===== src/hw/usb_pkg.sv =====
package usb_pkg;

  typedef logic [7:0] usb_byte_t;    // one bus or packet byte
  typedef logic [3:0] usb_pid_t;     // pid without check nibble
  typedef logic [6:0] usb_addr_t;
  typedef logic [3:0] usb_endp_t;
  typedef logic [1:0] line_state_t;  // from rx cmd bits 1:0
  typedef logic [6:0] pkt_len_t;     // 0..MAX_PKT

  localparam usb_pid_t PID_OUT   = 4'b0001;
  localparam usb_pid_t PID_IN    = 4'b1001;
  localparam usb_pid_t PID_DATA0 = 4'b0011;
  localparam usb_pid_t PID_DATA1 = 4'b1011;
  localparam usb_pid_t PID_ACK   = 4'b0010;
  localparam usb_pid_t PID_NAK   = 4'b1010;

  localparam usb_addr_t DEV_ADDR = 7'd5;  // fixed, no enumeration
  localparam usb_endp_t BULK_EP  = 4'd1;
  localparam int MAX_PKT     = 64;        // payload bytes
  localparam int ACK_TIMEOUT = 64;        // cycles after IN data

  // residuals of the lsb-first crc registers below
  localparam logic [4:0]  CRC5_RESIDUAL  = 5'b00110;
  localparam logic [15:0] CRC16_RESIDUAL = 16'hB001;

  typedef enum logic [1:0] {LS_IDLE, LS_TX, LS_STP} link_state_e;
  typedef enum logic [2:0] {DEC_IDLE, DEC_TOK, DEC_DATA, DEC_HSK, DEC_SKIP, DEC_BAD} dec_state_e;
  typedef enum logic [1:0] {EP_IDLE, EP_OUT, EP_WAIT_ACK} ep_state_e;
  typedef enum logic [2:0] {ENC_IDLE, ENC_CMD, ENC_PAY, ENC_CRC_LO, ENC_CRC_HI} enc_state_e;

  // crc16 x^16+x^15+x^2+1, one byte, bit 0 first as on the wire
  function automatic logic [15:0] crc16_byte(logic [15:0] crc, usb_byte_t d);
    logic [15:0] c;
    c = crc;
    for (int i = 0; i < 8; i++) begin
      c = (c[0] ^ d[i]) ? ((c >> 1) ^ 16'hA001) : (c >> 1);
    end
    return c;
  endfunction

endpackage

===== src/hw/ulpi_usb_device.sv =====
`timescale 1ns/100ps
module ulpi_usb_device (
  input  logic                 clock,
  input  logic                 areset_n,
  input  logic                 ulpi_dir_i,
  input  logic                 ulpi_nxt_i,
  input  usb_pkg::usb_byte_t   ulpi_data_i,
  output usb_pkg::usb_byte_t   ulpi_data_o,
  output logic                 ulpi_data_oe_o,
  output logic                 ulpi_stp_o,
  output usb_pkg::line_state_t line_state_o,
  output logic                 crc_err_o,
  input  logic                 s_axis_tvalid_i,
  output logic                 s_axis_tready_o,
  input  logic                 s_axis_tlast_i,
  input  usb_pkg::usb_byte_t   s_axis_tdata_i,
  output logic                 m_axis_tvalid_o,
  output logic                 m_axis_tlast_o,
  output usb_pkg::usb_byte_t   m_axis_tdata_o,
  output logic                 m_axis_terror_o,
  input  logic                 out_ready_i
);
  import usb_pkg::*;

  logic      reset;
  logic      rx_valid, rx_active, rx_end;
  usb_byte_t rx_data;
  logic      tx_valid, tx_ready, tx_last;
  usb_byte_t tx_data;
  logic      tok_valid, hsk_valid, data_start, pay_valid, data_end, data_ok;
  usb_pid_t  tok_pid, hsk_pid, data_pid, tx_pid;
  usb_addr_t tok_addr;
  usb_endp_t tok_endp;
  usb_byte_t pay_data, rd_data;
  logic      buf_full, rd_start, buf_release, tx_req;
  logic      rd_valid, rd_ready, rd_last;

  ulpi_link u_link (
    .clock(clock), .areset_n(areset_n),
    .dir_i(ulpi_dir_i), .nxt_i(ulpi_nxt_i), .data_i(ulpi_data_i),
    .data_o(ulpi_data_o), .data_oe_o(ulpi_data_oe_o), .stp_o(ulpi_stp_o),
    .reset_o(reset), .line_state_o(line_state_o),
    .rx_valid_o(rx_valid), .rx_active_o(rx_active), .rx_end_o(rx_end), .rx_data_o(rx_data),
    .tx_valid_i(tx_valid), .tx_last_i(tx_last), .tx_data_i(tx_data), .tx_ready_o(tx_ready)
  );

  usb_rx_decoder u_dec (
    .clock(clock), .reset_i(reset),
    .rx_valid_i(rx_valid), .rx_active_i(rx_active), .rx_end_i(rx_end), .rx_data_i(rx_data),
    .tok_valid_o(tok_valid), .tok_pid_o(tok_pid), .tok_addr_o(tok_addr), .tok_endp_o(tok_endp),
    .hsk_valid_o(hsk_valid), .hsk_pid_o(hsk_pid),
    .data_start_o(data_start), .data_pid_o(data_pid),
    .pay_valid_o(pay_valid), .pay_data_o(pay_data),
    .data_end_o(data_end), .data_ok_o(data_ok), .crc_err_o(crc_err_o)
  );

  usb_bulk_ep u_ep (
    .clock(clock), .reset_i(reset),
    .tok_valid_i(tok_valid), .tok_pid_i(tok_pid), .tok_addr_i(tok_addr), .tok_endp_i(tok_endp),
    .hsk_valid_i(hsk_valid), .hsk_pid_i(hsk_pid),
    .data_start_i(data_start), .data_pid_i(data_pid),
    .pay_valid_i(pay_valid), .pay_data_i(pay_data),
    .data_end_i(data_end), .data_ok_i(data_ok),
    .out_ready_i(out_ready_i), .full_i(buf_full),
    .rd_start_o(rd_start), .release_o(buf_release), .tx_req_o(tx_req), .tx_pid_o(tx_pid),
    .m_axis_tvalid_o(m_axis_tvalid_o), .m_axis_tlast_o(m_axis_tlast_o),
    .m_axis_terror_o(m_axis_terror_o), .m_axis_tdata_o(m_axis_tdata_o)
  );

  usb_in_buffer u_buf (
    .clock(clock), .reset_i(reset),
    .s_axis_tvalid_i(s_axis_tvalid_i), .s_axis_tlast_i(s_axis_tlast_i),
    .s_axis_tdata_i(s_axis_tdata_i), .s_axis_tready_o(s_axis_tready_o),
    .full_o(buf_full), .rd_start_i(rd_start), .release_i(buf_release),
    .rd_valid_o(rd_valid), .rd_last_o(rd_last), .rd_data_o(rd_data), .rd_ready_i(rd_ready)
  );

  usb_tx_encoder u_enc (
    .clock(clock), .reset_i(reset), .tx_req_i(tx_req), .tx_pid_i(tx_pid),
    .rd_valid_i(rd_valid), .rd_last_i(rd_last), .rd_data_i(rd_data), .rd_ready_o(rd_ready),
    .tx_valid_o(tx_valid), .tx_last_o(tx_last), .tx_data_o(tx_data), .tx_ready_i(tx_ready)
  );

endmodule


===== src/hw/usb_bulk_ep.sv =====
`timescale 1ns/100ps
module usb_bulk_ep (
  input  logic               clock,
  input  logic               reset_i,
  input  logic               tok_valid_i,
  input  usb_pkg::usb_pid_t  tok_pid_i,
  input  usb_pkg::usb_addr_t tok_addr_i,
  input  usb_pkg::usb_endp_t tok_endp_i,
  input  logic               hsk_valid_i,
  input  usb_pkg::usb_pid_t  hsk_pid_i,
  input  logic               data_start_i,
  input  usb_pkg::usb_pid_t  data_pid_i,
  input  logic               pay_valid_i,
  input  usb_pkg::usb_byte_t pay_data_i,
  input  logic               data_end_i,
  input  logic               data_ok_i,
  input  logic               out_ready_i,
  input  logic               full_i,
  output logic               rd_start_o,
  output logic               release_o,
  output logic               tx_req_o,
  output usb_pkg::usb_pid_t  tx_pid_o,
  output logic               m_axis_tvalid_o,
  output logic               m_axis_tlast_o,
  output logic               m_axis_terror_o,
  output usb_pkg::usb_byte_t m_axis_tdata_o
);
  import usb_pkg::*;

  ep_state_e state;
  logic      out_tog, in_tog;
  logic      nak_q;   // sink was busy at the OUT token
  logic      fwd_q;   // right toggle and sink ready
  logic [7:0] ack_tmr;
  logic      tok_hit, rx_open, hold_v;
  usb_byte_t hold_d;  // last byte waits for data_end

  assign tok_hit = tok_valid_i && tok_addr_i == DEV_ADDR && tok_endp_i == BULK_EP;
  assign rx_open = (state == EP_OUT) && fwd_q;

  always_ff @(posedge clock or posedge reset_i) begin
    if (reset_i) begin
      state      <= EP_IDLE;
      out_tog    <= 1'b0;
      in_tog     <= 1'b0;
      nak_q      <= 1'b0;
      fwd_q      <= 1'b0;
      ack_tmr    <= '0;
      tx_req_o   <= 1'b0;
      tx_pid_o   <= PID_NAK;
      rd_start_o <= 1'b0;
      release_o  <= 1'b0;
    end else begin
      tx_req_o   <= 1'b0;
      rd_start_o <= 1'b0;
      release_o  <= 1'b0;
      ack_tmr    <= ack_tmr + 8'd1;
      if (tok_valid_i) begin
        state <= EP_IDLE;  // other devices and pids ignored
        if (tok_hit && tok_pid_i == PID_OUT) begin
          state <= EP_OUT;
          nak_q <= ~out_ready_i;
          fwd_q <= 1'b0;
        end else if (tok_hit && tok_pid_i == PID_IN) begin
          tx_req_o <= 1'b1;
          if (full_i) begin
            tx_pid_o   <= in_tog ? PID_DATA1 : PID_DATA0;
            rd_start_o <= 1'b1;
            state      <= EP_WAIT_ACK;
            ack_tmr    <= '0;
          end else begin
            tx_pid_o <= PID_NAK;  // nothing loaded
          end
        end
      end else begin
        case (state)
          EP_OUT: begin
            if (data_start_i) fwd_q <= ~nak_q & (data_pid_i == (out_tog ? PID_DATA1 : PID_DATA0));
            if (data_end_i) begin
              state <= EP_IDLE;
              if (data_ok_i) begin  // bad crc, stay silent
                tx_req_o <= 1'b1;
                tx_pid_o <= nak_q ? PID_NAK : PID_ACK;  // duplicates are acked too
                out_tog  <= out_tog ^ fwd_q;
              end
            end
          end
          EP_WAIT_ACK: begin
            if (hsk_valid_i && hsk_pid_i == PID_ACK) begin
              release_o <= 1'b1;
              in_tog    <= ~in_tog;
              state     <= EP_IDLE;
            end else if (ack_tmr == 8'(MAX_PKT + ACK_TIMEOUT + 4)) begin
              state <= EP_IDLE;  // timer spans the outgoing packet too
            end
          end
          default: ;
        endcase
      end
    end
  end

  // receive stream, one byte behind so tlast lands on the final byte
  always_ff @(posedge clock or posedge reset_i) begin
    if (reset_i) begin
      hold_v          <= 1'b0;
      m_axis_tvalid_o <= 1'b0;
      m_axis_tlast_o  <= 1'b0;
      m_axis_terror_o <= 1'b0;
    end else begin
      m_axis_tvalid_o <= 1'b0;
      m_axis_tlast_o  <= 1'b0;
      m_axis_terror_o <= 1'b0;
      if (tok_valid_i) hold_v <= 1'b0;
      if (rx_open && pay_valid_i) begin
        hold_v          <= 1'b1;
        m_axis_tvalid_o <= hold_v;
      end
      if (rx_open && data_end_i) begin
        hold_v          <= 1'b0;
        m_axis_tvalid_o <= hold_v;
        m_axis_tlast_o  <= hold_v;
        m_axis_terror_o <= hold_v & ~data_ok_i;
      end
    end
  end

  always_ff @(posedge clock) begin
    if (rx_open && (pay_valid_i || data_end_i)) m_axis_tdata_o <= hold_d;
    if (rx_open && pay_valid_i) hold_d <= pay_data_i;
  end

endmodule


===== src/hw/usb_in_buffer.sv =====
`timescale 1ns/100ps
module usb_in_buffer (
  input  logic               clock,
  input  logic               reset_i,
  input  logic               s_axis_tvalid_i,
  input  logic               s_axis_tlast_i,
  input  usb_pkg::usb_byte_t s_axis_tdata_i,
  output logic               s_axis_tready_o,
  output logic               full_o,
  input  logic               rd_start_i,
  input  logic               release_i,
  output logic               rd_valid_o,
  output logic               rd_last_o,
  output usb_pkg::usb_byte_t rd_data_o,
  input  logic               rd_ready_i
);
  import usb_pkg::*;

  usb_byte_t mem [MAX_PKT];
  pkt_len_t  wr_cnt;  // stored length
  pkt_len_t  rd_cnt;
  logic      full_q, full_d, tready_q, rd_busy, wr;

  assign wr              = s_axis_tvalid_i & tready_q;
  assign s_axis_tready_o = tready_q;
  assign full_o          = full_q;

  always_comb begin
    full_d = full_q;
    if (wr && (s_axis_tlast_i || wr_cnt == pkt_len_t'(MAX_PKT - 1))) full_d = 1'b1;
    if (release_i) full_d = 1'b0;  // host acked
  end

  always_ff @(posedge clock or posedge reset_i) begin
    if (reset_i) begin
      wr_cnt   <= '0;
      rd_cnt   <= '0;
      full_q   <= 1'b0;
      tready_q <= 1'b0;
      rd_busy  <= 1'b0;
    end else begin
      full_q   <= full_d;
      tready_q <= ~full_d;  // rises one cycle after reset or release
      if (release_i) wr_cnt <= '0;
      else if (wr) wr_cnt <= wr_cnt + pkt_len_t'(1);
      if (rd_start_i) begin
        rd_busy <= full_q;  // replay from byte 0
        rd_cnt  <= '0;
      end else if (rd_valid_o && rd_ready_i) begin
        rd_cnt <= rd_cnt + pkt_len_t'(1);
        if (rd_last_o) rd_busy <= 1'b0;
      end
    end
  end

  always_ff @(posedge clock) begin
    if (wr) mem[wr_cnt[$clog2(MAX_PKT)-1:0]] <= s_axis_tdata_i;
  end

  assign rd_valid_o = rd_busy;
  assign rd_last_o  = rd_cnt == wr_cnt - pkt_len_t'(1);
  assign rd_data_o  = mem[rd_cnt[$clog2(MAX_PKT)-1:0]];

endmodule


===== src/hw/usb_tx_encoder.sv =====
`timescale 1ns/100ps
module usb_tx_encoder (
  input  logic               clock,
  input  logic               reset_i,
  input  logic               tx_req_i,
  input  usb_pkg::usb_pid_t  tx_pid_i,
  input  logic               rd_valid_i,
  input  logic               rd_last_i,
  input  usb_pkg::usb_byte_t rd_data_i,
  output logic               rd_ready_o,
  output logic               tx_valid_o,
  output logic               tx_last_o,
  output usb_pkg::usb_byte_t tx_data_o,
  input  logic               tx_ready_i
);
  import usb_pkg::*;

  enc_state_e  state;
  usb_pid_t    pid_q;
  logic [15:0] crc_q;
  logic        is_data, beat;

  assign is_data    = pid_q[1:0] == 2'b11;  // DATA0 or DATA1
  assign beat       = tx_valid_o & tx_ready_i;
  assign rd_ready_o = (state == ENC_PAY) & tx_ready_i;

  always_comb begin
    tx_valid_o = 1'b1;
    tx_last_o  = 1'b0;
    case (state)
      ENC_CMD: begin
        tx_data_o = {4'h4, pid_q};  // ulpi TX CMD, transmit with pid
        tx_last_o = !is_data;       // handshake ends here
      end
      ENC_PAY: begin
        tx_valid_o = rd_valid_i;
        tx_data_o  = rd_data_i;
      end
      ENC_CRC_LO: tx_data_o = ~crc_q[7:0];
      ENC_CRC_HI: begin
        tx_data_o = ~crc_q[15:8];
        tx_last_o = 1'b1;
      end
      default: begin
        tx_valid_o = 1'b0;
        tx_data_o  = 8'h00;
      end
    endcase
  end

  always_ff @(posedge clock or posedge reset_i) begin
    if (reset_i) begin
      state <= ENC_IDLE;
      pid_q <= PID_NAK;
      crc_q <= '1;
    end else begin
      case (state)
        ENC_IDLE: begin
          if (tx_req_i) begin
            state <= ENC_CMD;
            pid_q <= tx_pid_i;
            crc_q <= '1;
          end
        end
        ENC_CMD: if (beat) state <= is_data ? ENC_PAY : ENC_IDLE;
        ENC_PAY: begin
          if (beat) begin
            crc_q <= crc16_byte(crc_q, rd_data_i);
            if (rd_last_i) state <= ENC_CRC_LO;
          end
        end
        ENC_CRC_LO: if (beat) state <= ENC_CRC_HI;
        default: if (beat) state <= ENC_IDLE;
      endcase
    end
  end

endmodule


===== src/hw/usb_rx_decoder.sv =====
`timescale 1ns/100ps
module usb_rx_decoder (
  input  logic               clock,
  input  logic               reset_i,
  input  logic               rx_valid_i,
  input  logic               rx_active_i,
  input  logic               rx_end_i,
  input  usb_pkg::usb_byte_t rx_data_i,
  output logic               tok_valid_o,
  output usb_pkg::usb_pid_t  tok_pid_o,
  output usb_pkg::usb_addr_t tok_addr_o,
  output usb_pkg::usb_endp_t tok_endp_o,
  output logic               hsk_valid_o,
  output usb_pkg::usb_pid_t  hsk_pid_o,
  output logic               data_start_o,
  output usb_pkg::usb_pid_t  data_pid_o,
  output logic               pay_valid_o,
  output usb_pkg::usb_byte_t pay_data_o,
  output logic               data_end_o,
  output logic               data_ok_o,
  output logic               crc_err_o
);
  import usb_pkg::*;

  dec_state_e  state;
  usb_pid_t    pid_q;
  logic [15:0] tok_q;    // token bytes 1 and 2
  logic [1:0]  tok_cnt;  // saturates, long tokens fail
  logic [4:0]  crc5_q;
  logic [15:0] crc16_q;
  usb_byte_t   dly_q [2];
  logic [1:0]  dly_cnt;
  logic        take, pid_ok, tok_ok;

  function automatic logic [4:0] crc5_byte(logic [4:0] crc, usb_byte_t d);
    logic [4:0] c;
    c = crc;
    for (int i = 0; i < 8; i++) begin
      c = (c[0] ^ d[i]) ? ((c >> 1) ^ 5'h14) : (c >> 1);
    end
    return c;
  endfunction

  assign take   = rx_valid_i & rx_active_i;
  assign pid_ok = rx_data_i[7:4] == ~rx_data_i[3:0];
  assign tok_ok = (tok_cnt == 2'd2) && (crc5_q == CRC5_RESIDUAL);

  always_ff @(posedge clock or posedge reset_i) begin
    if (reset_i) begin
      state   <= DEC_IDLE;
      pid_q   <= '0;
      tok_cnt <= '0;
      dly_cnt <= '0;
      crc5_q  <= '1;
      crc16_q <= '1;
    end else if (rx_end_i) begin
      state <= DEC_IDLE;
    end else if (take) begin
      case (state)
        DEC_IDLE: begin
          pid_q   <= rx_data_i[3:0];
          tok_cnt <= '0;
          dly_cnt <= '0;
          crc5_q  <= '1;
          crc16_q <= '1;
          if (!pid_ok) state <= DEC_BAD;
          else if (rx_data_i[1:0] == 2'b01) state <= DEC_TOK;
          else if (rx_data_i[1:0] == 2'b11) state <= DEC_DATA;
          else if (rx_data_i[1:0] == 2'b10) state <= DEC_HSK;
          else state <= DEC_SKIP;  // special pids
        end
        DEC_TOK: begin
          crc5_q <= crc5_byte(crc5_q, rx_data_i);
          if (tok_cnt != 2'd3) tok_cnt <= tok_cnt + 2'd1;
        end
        DEC_DATA: begin
          crc16_q <= crc16_byte(crc16_q, rx_data_i);  // runs over the trailer too
          if (dly_cnt != 2'd2) dly_cnt <= dly_cnt + 2'd1;
        end
        default: ;
      endcase
    end
  end

  // token fields and the two byte holdback
  always_ff @(posedge clock) begin
    if (take && state == DEC_TOK) tok_q <= {rx_data_i, tok_q[15:8]};
    if (take && state == DEC_DATA) begin
      dly_q[1] <= dly_q[0];
      dly_q[0] <= rx_data_i;
    end
  end

  assign tok_valid_o  = rx_end_i && state == DEC_TOK && tok_ok;
  assign tok_pid_o    = pid_q;
  assign tok_addr_o   = tok_q[6:0];
  assign tok_endp_o   = tok_q[10:7];
  assign hsk_valid_o  = rx_end_i && state == DEC_HSK;
  assign hsk_pid_o    = pid_q;
  assign data_start_o = take && state == DEC_IDLE && pid_ok && rx_data_i[1:0] == 2'b11;
  assign data_pid_o   = rx_data_i[3:0];
  assign pay_valid_o  = take && state == DEC_DATA && dly_cnt == 2'd2;
  assign pay_data_o   = dly_q[1];  // oldest held byte
  assign data_end_o   = rx_end_i && state == DEC_DATA;
  assign data_ok_o    = (dly_cnt == 2'd2) && (crc16_q == CRC16_RESIDUAL);
  assign crc_err_o    = rx_end_i && (state == DEC_BAD || (state == DEC_TOK && !tok_ok) ||
                                     (state == DEC_DATA && !data_ok_o));

endmodule


===== src/hw/ulpi_link.sv =====
`timescale 1ns/100ps
module ulpi_link (
  input  logic                 clock,
  input  logic                 areset_n,
  input  logic                 dir_i,
  input  logic                 nxt_i,
  input  usb_pkg::usb_byte_t   data_i,
  output usb_pkg::usb_byte_t   data_o,
  output logic                 data_oe_o,
  output logic                 stp_o,
  output logic                 reset_o,
  output usb_pkg::line_state_t line_state_o,
  output logic                 rx_valid_o,
  output logic                 rx_active_o,
  output logic                 rx_end_o,
  output usb_pkg::usb_byte_t   rx_data_o,
  input  logic                 tx_valid_i,
  input  logic                 tx_last_i,
  input  usb_pkg::usb_byte_t   tx_data_i,
  output logic                 tx_ready_o
);
  import usb_pkg::*;

  logic [1:0]  rst_sync;
  logic        dir_q;     // dir one cycle ago, marks turnaround
  link_state_e state;

  // two flops, asserted at once, released on the second edge
  always_ff @(posedge clock or negedge areset_n) begin
    if (!areset_n) begin
      rst_sync <= 2'b00;
    end else begin
      rst_sync <= {rst_sync[0], 1'b1};
    end
  end

  assign reset_o = ~rst_sync[1];

  always_ff @(posedge clock or posedge reset_o) begin
    if (reset_o) begin
      dir_q        <= 1'b0;
      rx_valid_o   <= 1'b0;
      rx_active_o  <= 1'b0;
      rx_end_o     <= 1'b0;
      line_state_o <= '0;
    end else begin
      dir_q      <= dir_i;
      rx_valid_o <= 1'b0;
      rx_end_o   <= dir_q & ~dir_i;  // dir falling
      if (dir_i && dir_q) begin      // skip the turnaround cycle
        if (nxt_i) begin
          rx_valid_o  <= 1'b1;       // packet byte
          rx_active_o <= 1'b1;
        end else begin
          line_state_o <= data_i[1:0];  // rx cmd
          rx_active_o  <= data_i[4];
        end
      end else if (!dir_i) begin
        rx_active_o <= 1'b0;
      end
    end
  end

  always_ff @(posedge clock) begin
    if (dir_i && dir_q && nxt_i) begin
      rx_data_o <= data_i;
    end
  end

  // transmit, the encoder holds its byte until nxt
  always_ff @(posedge clock or posedge reset_o) begin
    if (reset_o) begin
      state <= LS_IDLE;
    end else begin
      case (state)
        LS_IDLE: if (tx_valid_i && !dir_i && !dir_q) state <= LS_TX;
        LS_TX: begin
          if (dir_i) begin
            state <= LS_IDLE;  // phy took the bus, abort
          end else if (tx_ready_o && tx_valid_i && tx_last_i) begin
            state <= LS_STP;
          end
        end
        default: state <= LS_IDLE;  // stp is a single cycle
      endcase
    end
  end

  always_comb begin
    data_oe_o  = (state != LS_IDLE) && !dir_i;
    stp_o      = (state == LS_STP) && !dir_i;
    tx_ready_o = (state == LS_TX) && !dir_i && nxt_i;
    data_o     = (state == LS_TX) ? tx_data_i : 8'h00;  // zeros with stp
  end

endmodule


===== config.mk =====
export PLATFORM = sky130hd
export DESIGN_NAME = ulpi_usb_device
export DESIGN_NICKNAME = d
export VERILOG_FILES = /design/src/hw/usb_pkg.sv /design/src/hw/ulpi_usb_device.sv /design/src/hw/usb_bulk_ep.sv /design/src/hw/usb_in_buffer.sv /design/src/hw/usb_tx_encoder.sv /design/src/hw/usb_rx_decoder.sv /design/src/hw/ulpi_link.sv
export SDC_FILE = /design/constraint.sdc
export NUM_CORES = 1
export LEC_CHECK = 0
export BUFFER_PORTS_ARGS = -buffer_cell sky130_fd_sc_hd__buf_2
export CAP_MARGIN = 0
export CORE_AREA = 2 2 218 434
export DETAILED_ROUTE_END_ITERATION = 8
export DIE_AREA = 0 0 220 436
export GPL_TIMING_DRIVEN = 0
export MAX_ROUTING_LAYER = met4
export REMOVE_ABC_BUFFERS = 1
export SLEW_MARGIN = 20
export SYNTH_ARGS = -nofsm -noshare
export SYNTH_HDL_FRONTEND = slang
export SYNTH_SLANG_ARGS = --single-unit

===== constraint.sdc =====
create_clock -name clock -period 3.1 [get_ports clock]
set_input_delay 0.155 -clock clock [delete_from_list [all_inputs] [get_ports clock]]
set_output_delay 0.155 -clock clock [all_outputs]
set_load 0.005 [all_outputs]

-- Word-level counts from Yosys, hierarchy flattened
Memory sizes are Yosys's and may differ from the RTL's. A register that Yosys moved wholly into a read port is not among the register bits.
Index checks and enable logic that the tools add are counted.
- equal/unequal tests: 47
- $add $sub $neg: 6
- multiplexer cells: 120
- bitwise operators: 68
- reduce and logical (&&, ||, !) cells: 83
- operators by type and width (kind ; number):
    $mux W16 ; 18
    $pmux W16 S2 ; 2
    $not A2 Y3 ; 16
    $mux W4 ; 10
    $mux W5 ; 8
    $mux W8 ; 5
    $mux W3 ; 13
    $mux W1 ; 38
    $logic_and A1 B1 Y1 ; 36
    $pmux W8 S4 ; 1
    $mux W7 ; 4
    $reduce_bool A2 Y1 ; 14
    $mux W2 ; 13
    $xor A1 B1 Y1 ; 25
    $reduce_and A3 Y1 ; 7
    $eq A16 B16 Y1 const B ; 1
    $not A1 Y2 ; 8
    $not A8 Y8 ; 2
    $pmux W2 S2 ; 4
    $add A7 B1 Y7 const B ; 2
    $eq A2 B2 Y1 const B ; 7
    $ne A2 B1 Y1 const B ; 7
    $ne A2 B2 Y1 const B ; 7
    $eq A3 B2 Y1 const B ; 4
    other kinds (34) ; 72
- output and inout bits: 25
- register bits after elaboration: 139
- input bits: 23
- memory bits (writable): 528
- memories: 2
- logic and storage cells: 364
- memory list (name ; depth ; width ; rd ports ; clocked after Yosys merged registers in ; write ports ; line ; source):
    u_buf.mem ; 64 ; 8 ; 1 ; 0 ; 1 ; usb_in_buffer.sv:19 ; usb_byte_t mem [MAX_PKT];
    u_dec.dly_q ; 2 ; 8 ; 2 ; 1 ; 2 ; usb_rx_decoder.sv:31 ; usb_byte_t dly_q [2];

-- Longest topological paths before layout
An unclocked memory read counts as a cell.
- word-level depth: 19
- mapped depth: 14
- mapped depth without buffers: 9

-- Modules after synthesis
From an unflattened synthesis, not the netlist that was laid out.
- cells, all modules: 1632
- area total of the unflattened synthesis: 27879.2 µm²
- by module, submodules not included (module ; instances ; area an instance (µm²) ; cells each):
    usb_in_buffer ; 1 ; 21000.1 ; 1047
    usb_rx_decoder ; 1 ; 3123.0 ; 257
    usb_bulk_ep ; 1 ; 1620.3 ; 123
    usb_tx_encoder ; 1 ; 1455.1 ; 158
    ulpi_link ; 1 ; 680.7 ; 47

-- Worst setup path before layout
Ideal clock, no wire load.
- path type: register -> register
- from: register u_buf.rd_cnt[1]
- to: register u_enc.crc_q[15]
- data arrival time: 3.136 ns
- stages on the path, launching flop included: 14
- path slack: -0.119 ns
- path buffers: 5
- cell sequence: dfrtp_1 buf_2 buf_2 buf_2 buf_2 clkbuf_1 mux4_2 a221oi_1 a21oi_1 o211ai_2 xor2_1 xor2_1 xnor3_1 a2bb2oi_1
- cells in the longest elaborated chain, start to end: 19
- RTL lines (what ; line ; source):
    from (decl) ; usb_in_buffer.sv:21 ; pkt_len_t rd_cnt;
    from (signal assigned) ; usb_in_buffer.sv:50 ; rd_cnt <= rd_cnt + pkt_len_t'(1);
    $mem_v2 Z64 W8 * ; - ;
    $xor A1 B1 Y1 ; usb_pkg.sv:36 ; c = (c[0] ^ d[i]) ? ((c >> 1) ^ 16'hA001) : (c >> 1);
    $mux W16 ; usb_pkg.sv:36 ;
    $xor A1 B1 Y1 ; usb_pkg.sv:36 ;
    $mux W16 ; usb_pkg.sv:36 ;
    $xor A1 B1 Y1 ; usb_pkg.sv:36 ;
    $mux W16 ; usb_pkg.sv:36 ;
    $xor A1 B1 Y1 ; usb_pkg.sv:36 ;
    [... 3 more ...] ; - ;
    $xor A1 B1 Y1 ; usb_pkg.sv:36 ;
    $mux W16 ; usb_pkg.sv:36 ;
    $xor A1 B1 Y1 ; usb_pkg.sv:36 ;
    $mux W16 ; usb_pkg.sv:36 ;
    $xor A1 B1 Y1 * ; usb_pkg.sv:36 ;
    $mux W16 * ; usb_pkg.sv:36 ;
    $mux W16 * ; usb_tx_encoder.sv:67 ; if (beat) begin
    $pmux W16 S2 * ; usb_tx_encoder.sv:57 ; case (state)
    to (signal assigned) ; usb_tx_encoder.sv:68 ; crc_q <= crc16_byte(crc_q, rd_data_i);
    to (decl) ; usb_tx_encoder.sv:20 ; logic [15:0] crc_q;
Every way passes the cells marked *; elsewhere a longest branch is shown, timed or not. The select of a mux whose other input is x is not followed.
A chain may end at the register's enable or synchronous reset.

-- Worst setup path after layout
- from: register u_buf.rd_cnt[0]
- to: output port ulpi_data_o[5]
- cells in the longest elaborated chain, start to end: 3
- RTL lines (what ; line ; source):
    $mem_v2 Z64 W8 ; - ;
    $pmux W8 S4 ; usb_tx_encoder.sv:30 ; case (state)
    $mux W8 ; ulpi_link.sv:93 ; data_o = (state == LS_TX) ? tx_data_i : 8'h00;
    to (decl) ; ulpi_usb_device.sv:8 ; output usb_pkg::usb_byte_t ulpi_data_o,
No other way between the ends.

==> results.yml <==
routing:
  routed_wl_mm: 71.37
  wl_met3_mm: 3.074
  met1_length_mm: 24.22
  drt_iter0_drc: 1186
  via_per_inst: 5.041
  ant_nets: 0
  route.met2.wl_mm: 38.80
  first_pass_iters: 7
  via_count: 14982
  route.detailed.wl_per_inst_um: 24.01
  post-route-drc-count: 0
  top_layer_used: "met4"
sta:
  max_slew_margin_pct: 28.31
  tightest_slew_ns: 1.071
  period_needed_ns: 3.909
  clock_skew_ns: 0.06224
  drv_slew: 0
  fin_setup_tns_ns: -8.812
  post-route-period-util_pct: 126.1
  hold_violations: 0
  setup_viol_count_final: 17
  rsz0062_at_grt: "true"
  fmax_mhz: 255.8
  layout_setup_ws_ns: -0.8094
die:
  placementRows: 158
  dieArea_mm2: 0.09592
  ios: 48
  start_util_pct: 29.70
  coreArea_mm2: 0.09252
  die_x_um: 220
  dieHeight_um: 436
clock_network:
  cts_tree: "done"
  clk_latency_ns: 0.64
  clock_sinks: 671
  cts_root_buf: "clkbuf_16"
  clk_pin_slew_worst_paths_ns: 0.07
  numCtsBuffers: 56
  clk_path_buf_depth: 3
  h-tree-depth: 2
logic_synthesis:
  ys_ff_latch: 671
  synth-edff-count: 568
  synth_area_mm2: 0.02748
  syn_inst: 1604
  yosysSeqAreaShare_pct: 71.63
  synth_cell_types: 76
  synth_area_per_cell_um2: 17.13
  synthFlopType: "edfxtp_1"
  synthArstFlopShare_pct: 15.35
  yosys_warnings: 0
cells_and_area:
  fill_cells: 8619
  layout_commonest_cell: "edfxtp_1"
  fin_area_mm2: 0.03246
  fin_cells: 2972
  fin_nets: 1757
  drive_above_1_share_pct: 26.50
  multi_input_area_mm2: 0.007669
  seq_area_mm2: 0.01971
  final_cell_mix: "edfxtp_1 (568), nor2_1 (145), mux4_2 (108), nand2_1 (65), clkbuf_16 (63)"
  area_growth_pct: 18.15
placed_design:
  dp_slack_ns: -2.260
  globalplace.congestion: 0.8621
  dpl.hpwl_mm: 45.84
  io_buffers: 47
  dpl.cell_count: 2785
  postPlaceCellArea_mm2: 0.02910
worst_setup_path:
  start_kind: "flop"
  cp_max_fo: 8
  cp_num_buf_inv: 5
  cp-end-kind: "output port"
  worstPathCellList: "buf_6 > buf_16 > buf_12 > buf_16 > mux4_2 > mux4_2 > mux2i_4 > o22ai_4 > o21ai_1 > o22a_1 > nor2_1 > buf_2"
  crit_slowest_cell: "mux4_2"
  cpPeakStageDelay_ns: 0.57
  cp_top_family: "multiplexers"
  cp.required_ns: 2.94
  worstPathArrival_ns: 3.75
  criticalPathCategory: "reg -> out"
global_route:
  grt_pass1_wl_mm: 104.2
  antenna_found_initial: 3
  grtUsageTotal_pct: 15.17
  grt-ovfl-total: 0
  grt_pass1_vias: 15698
  grt_start_max_net_pins: 65
run_status:
  violations: "negative setup slack"
  outcome: "finished with violations"
worst_hold_path:
  min_path_type: "in -> reg"
power_and_ir_drop:
  leakagePower_nw: 10.49
  powerDensity_mw_per_mm2: 581.5
  ir_drop_uv: 588.8
job:
  maxCapViolCount: 0
## synth_stat cells (all sizes together) (7+ instances only)
master | count | area share [%]
nor3 | 27 | 0.49
nand2 | 69 | 0.94
nor2 | 151 | 2.1
or3 | 12 | 0.27
a221oi | 8 | 0.26
nand3 | 23 | 0.42
ha | 12 | 0.55
mux4 | 112 | 9.3
xor2 | 32 | 1.0
buf | 36 | 1.1
o22a | 8 | 0.26
o22ai | 9 | 0.20
nand2b | 8 | 0.18
o21ai | 32 | 0.60
a22oi | 17 | 0.48
xnor2 | 54 | 1.8
edfxtp | 568 | 62
clkbuf | 48 | 0.66
a31oi | 10 | 0.23
mux2 | 16 | 0.66
a21oi | 52 | 0.95
nor4 | 7 | 0.16
inv | 25 | 0.34
mux2i | 66 | 2.4
dfrtp | 64 | 5.8
nor2b | 12 | 0.27
dfstp | 39 | 3.7
## worst paths after layout
path	startpoint	to	slack (ns)	depth (start not counted)
worst min register to register	u_link.rst_sync[1]$_DFF_PN0_	u_buf.wr_cnt[6]$_DFFE_PN0P_	0.34	0
worst max-delay path	u_buf.rd_cnt[0]$_DFFE_PN0P_	ulpi_data_o[5]	-0.81	12
max in group asynchronous	u_link.rst_sync[1]$_DFF_PN0_	u_dec.crc16_q[12]$_DFFE_PN1P_	1.98	1
worst max register to register	u_buf.rd_cnt[0]$_DFFE_PN0P_	u_enc.crc_q[0]$_DFFE_PN1P_	-0.77	10
worst min-delay path	s_axis_tdata_i[5]	u_buf.mem[20][5]$_DFFE_PP_	0.02	1
min in group asynchronous	u_link.rst_sync[1]$_DFF_PN0_	u_buf.wr_cnt[6]$_DFFE_PN0P_	0.34	0
## area by class of cell
cell class,count,share of cell area [%]
Sequential cell,671,60.71
Multi-Input combinational cell,823,23.62
Timing Repair Buffer,144,4.629
Tap cell,1200,4.625
Clock inverter,31,1.137
Clock buffer,75,4.918
Inverter,26,0.3469
Antenna cell,2,0.01542
## timing repair
item	4_1_cts	5_1_grt
hold endpoints to repair	19	0
pin swaps	17	13
endpoints found under the setup margin	31	30
setup buffers	26	29
cloned	7	4
hold buffers	14	0
gates resized for setup	67	33
## power by group
| group | switching (mW) | internal [mW] |
|---|---|---|
| clock | 3.41 | 4.10 |
| sequential | 0.249 | 10.0 |
| combinational | 0.643 | 0.449 |
| total | 4.30 | 14.6 |
## metal layers
layer / vias up / track usage (%)
li1: 6441 / -
met3: 218 / 1.799
met5: - / -
met2: 520 / 27.51
met1: 7803 / 15.21
met4: 0 / 9.483
## stage by stage
| stage | total power [mW] | hold WS, ns | utilization, % |
|---|---|---|---|
| 2_1_floorplan | 11.13 | -0.1406 | - |
| 3_3_place_gp | 11.47 | -0.05779 | 31.06 |
| 3_5_place_dp | 11.54 | -0.05827 | 31.45 |
| 4_1_cts | 18.99 | 0.008617 | 34.54 |
| 5_1_grt | 19.43 | 0.04399 | 35.09 |
| 6_report | 18.88 | 0.02174 | 35.09 |
## worst register-to-register path: stages (launching register included)
cell      delay, ns
dfrtp_4        0.54
buf_12         0.17
buf_16         0.15
mux4_2         0.34
mux2i_1        0.18
a311oi_1       0.80
a32o_2         0.35
xnor3_2        0.45
xnor3_2        0.30
xnor3_1        0.37
a22oi_2        0.14
## kinds of logic (layout without fill, tap and decap cells)
logic type / Yosys count / in the layout / synth area share, %
AO/OA/AOI/OAI: 170 / 170 / 4.066
AND/OR/NAND/NOR: 354 / 354 / 6.020
other: 1 / 3 / 0.01365
multiplexers: 194 / 194 / 12.34
adder cells (fa/ha/maj): 12 / 12 / 0.5464
buffers and inverters: 110 / 276 / 2.095
XOR/XNOR: 92 / 92 / 3.292
flip-flops: 671 / 671 / 71.63
## flip-flops by register name, indices dropped and copies added (netlist names), 16 cells and up
name           flops
u_dec.crc16_q     16
u_dec.dly_q       16
u_enc.crc_q       16
u_buf.mem        512
u_dec.tok_q       16
Note: power is estimated with default switching activity, not from simulation.
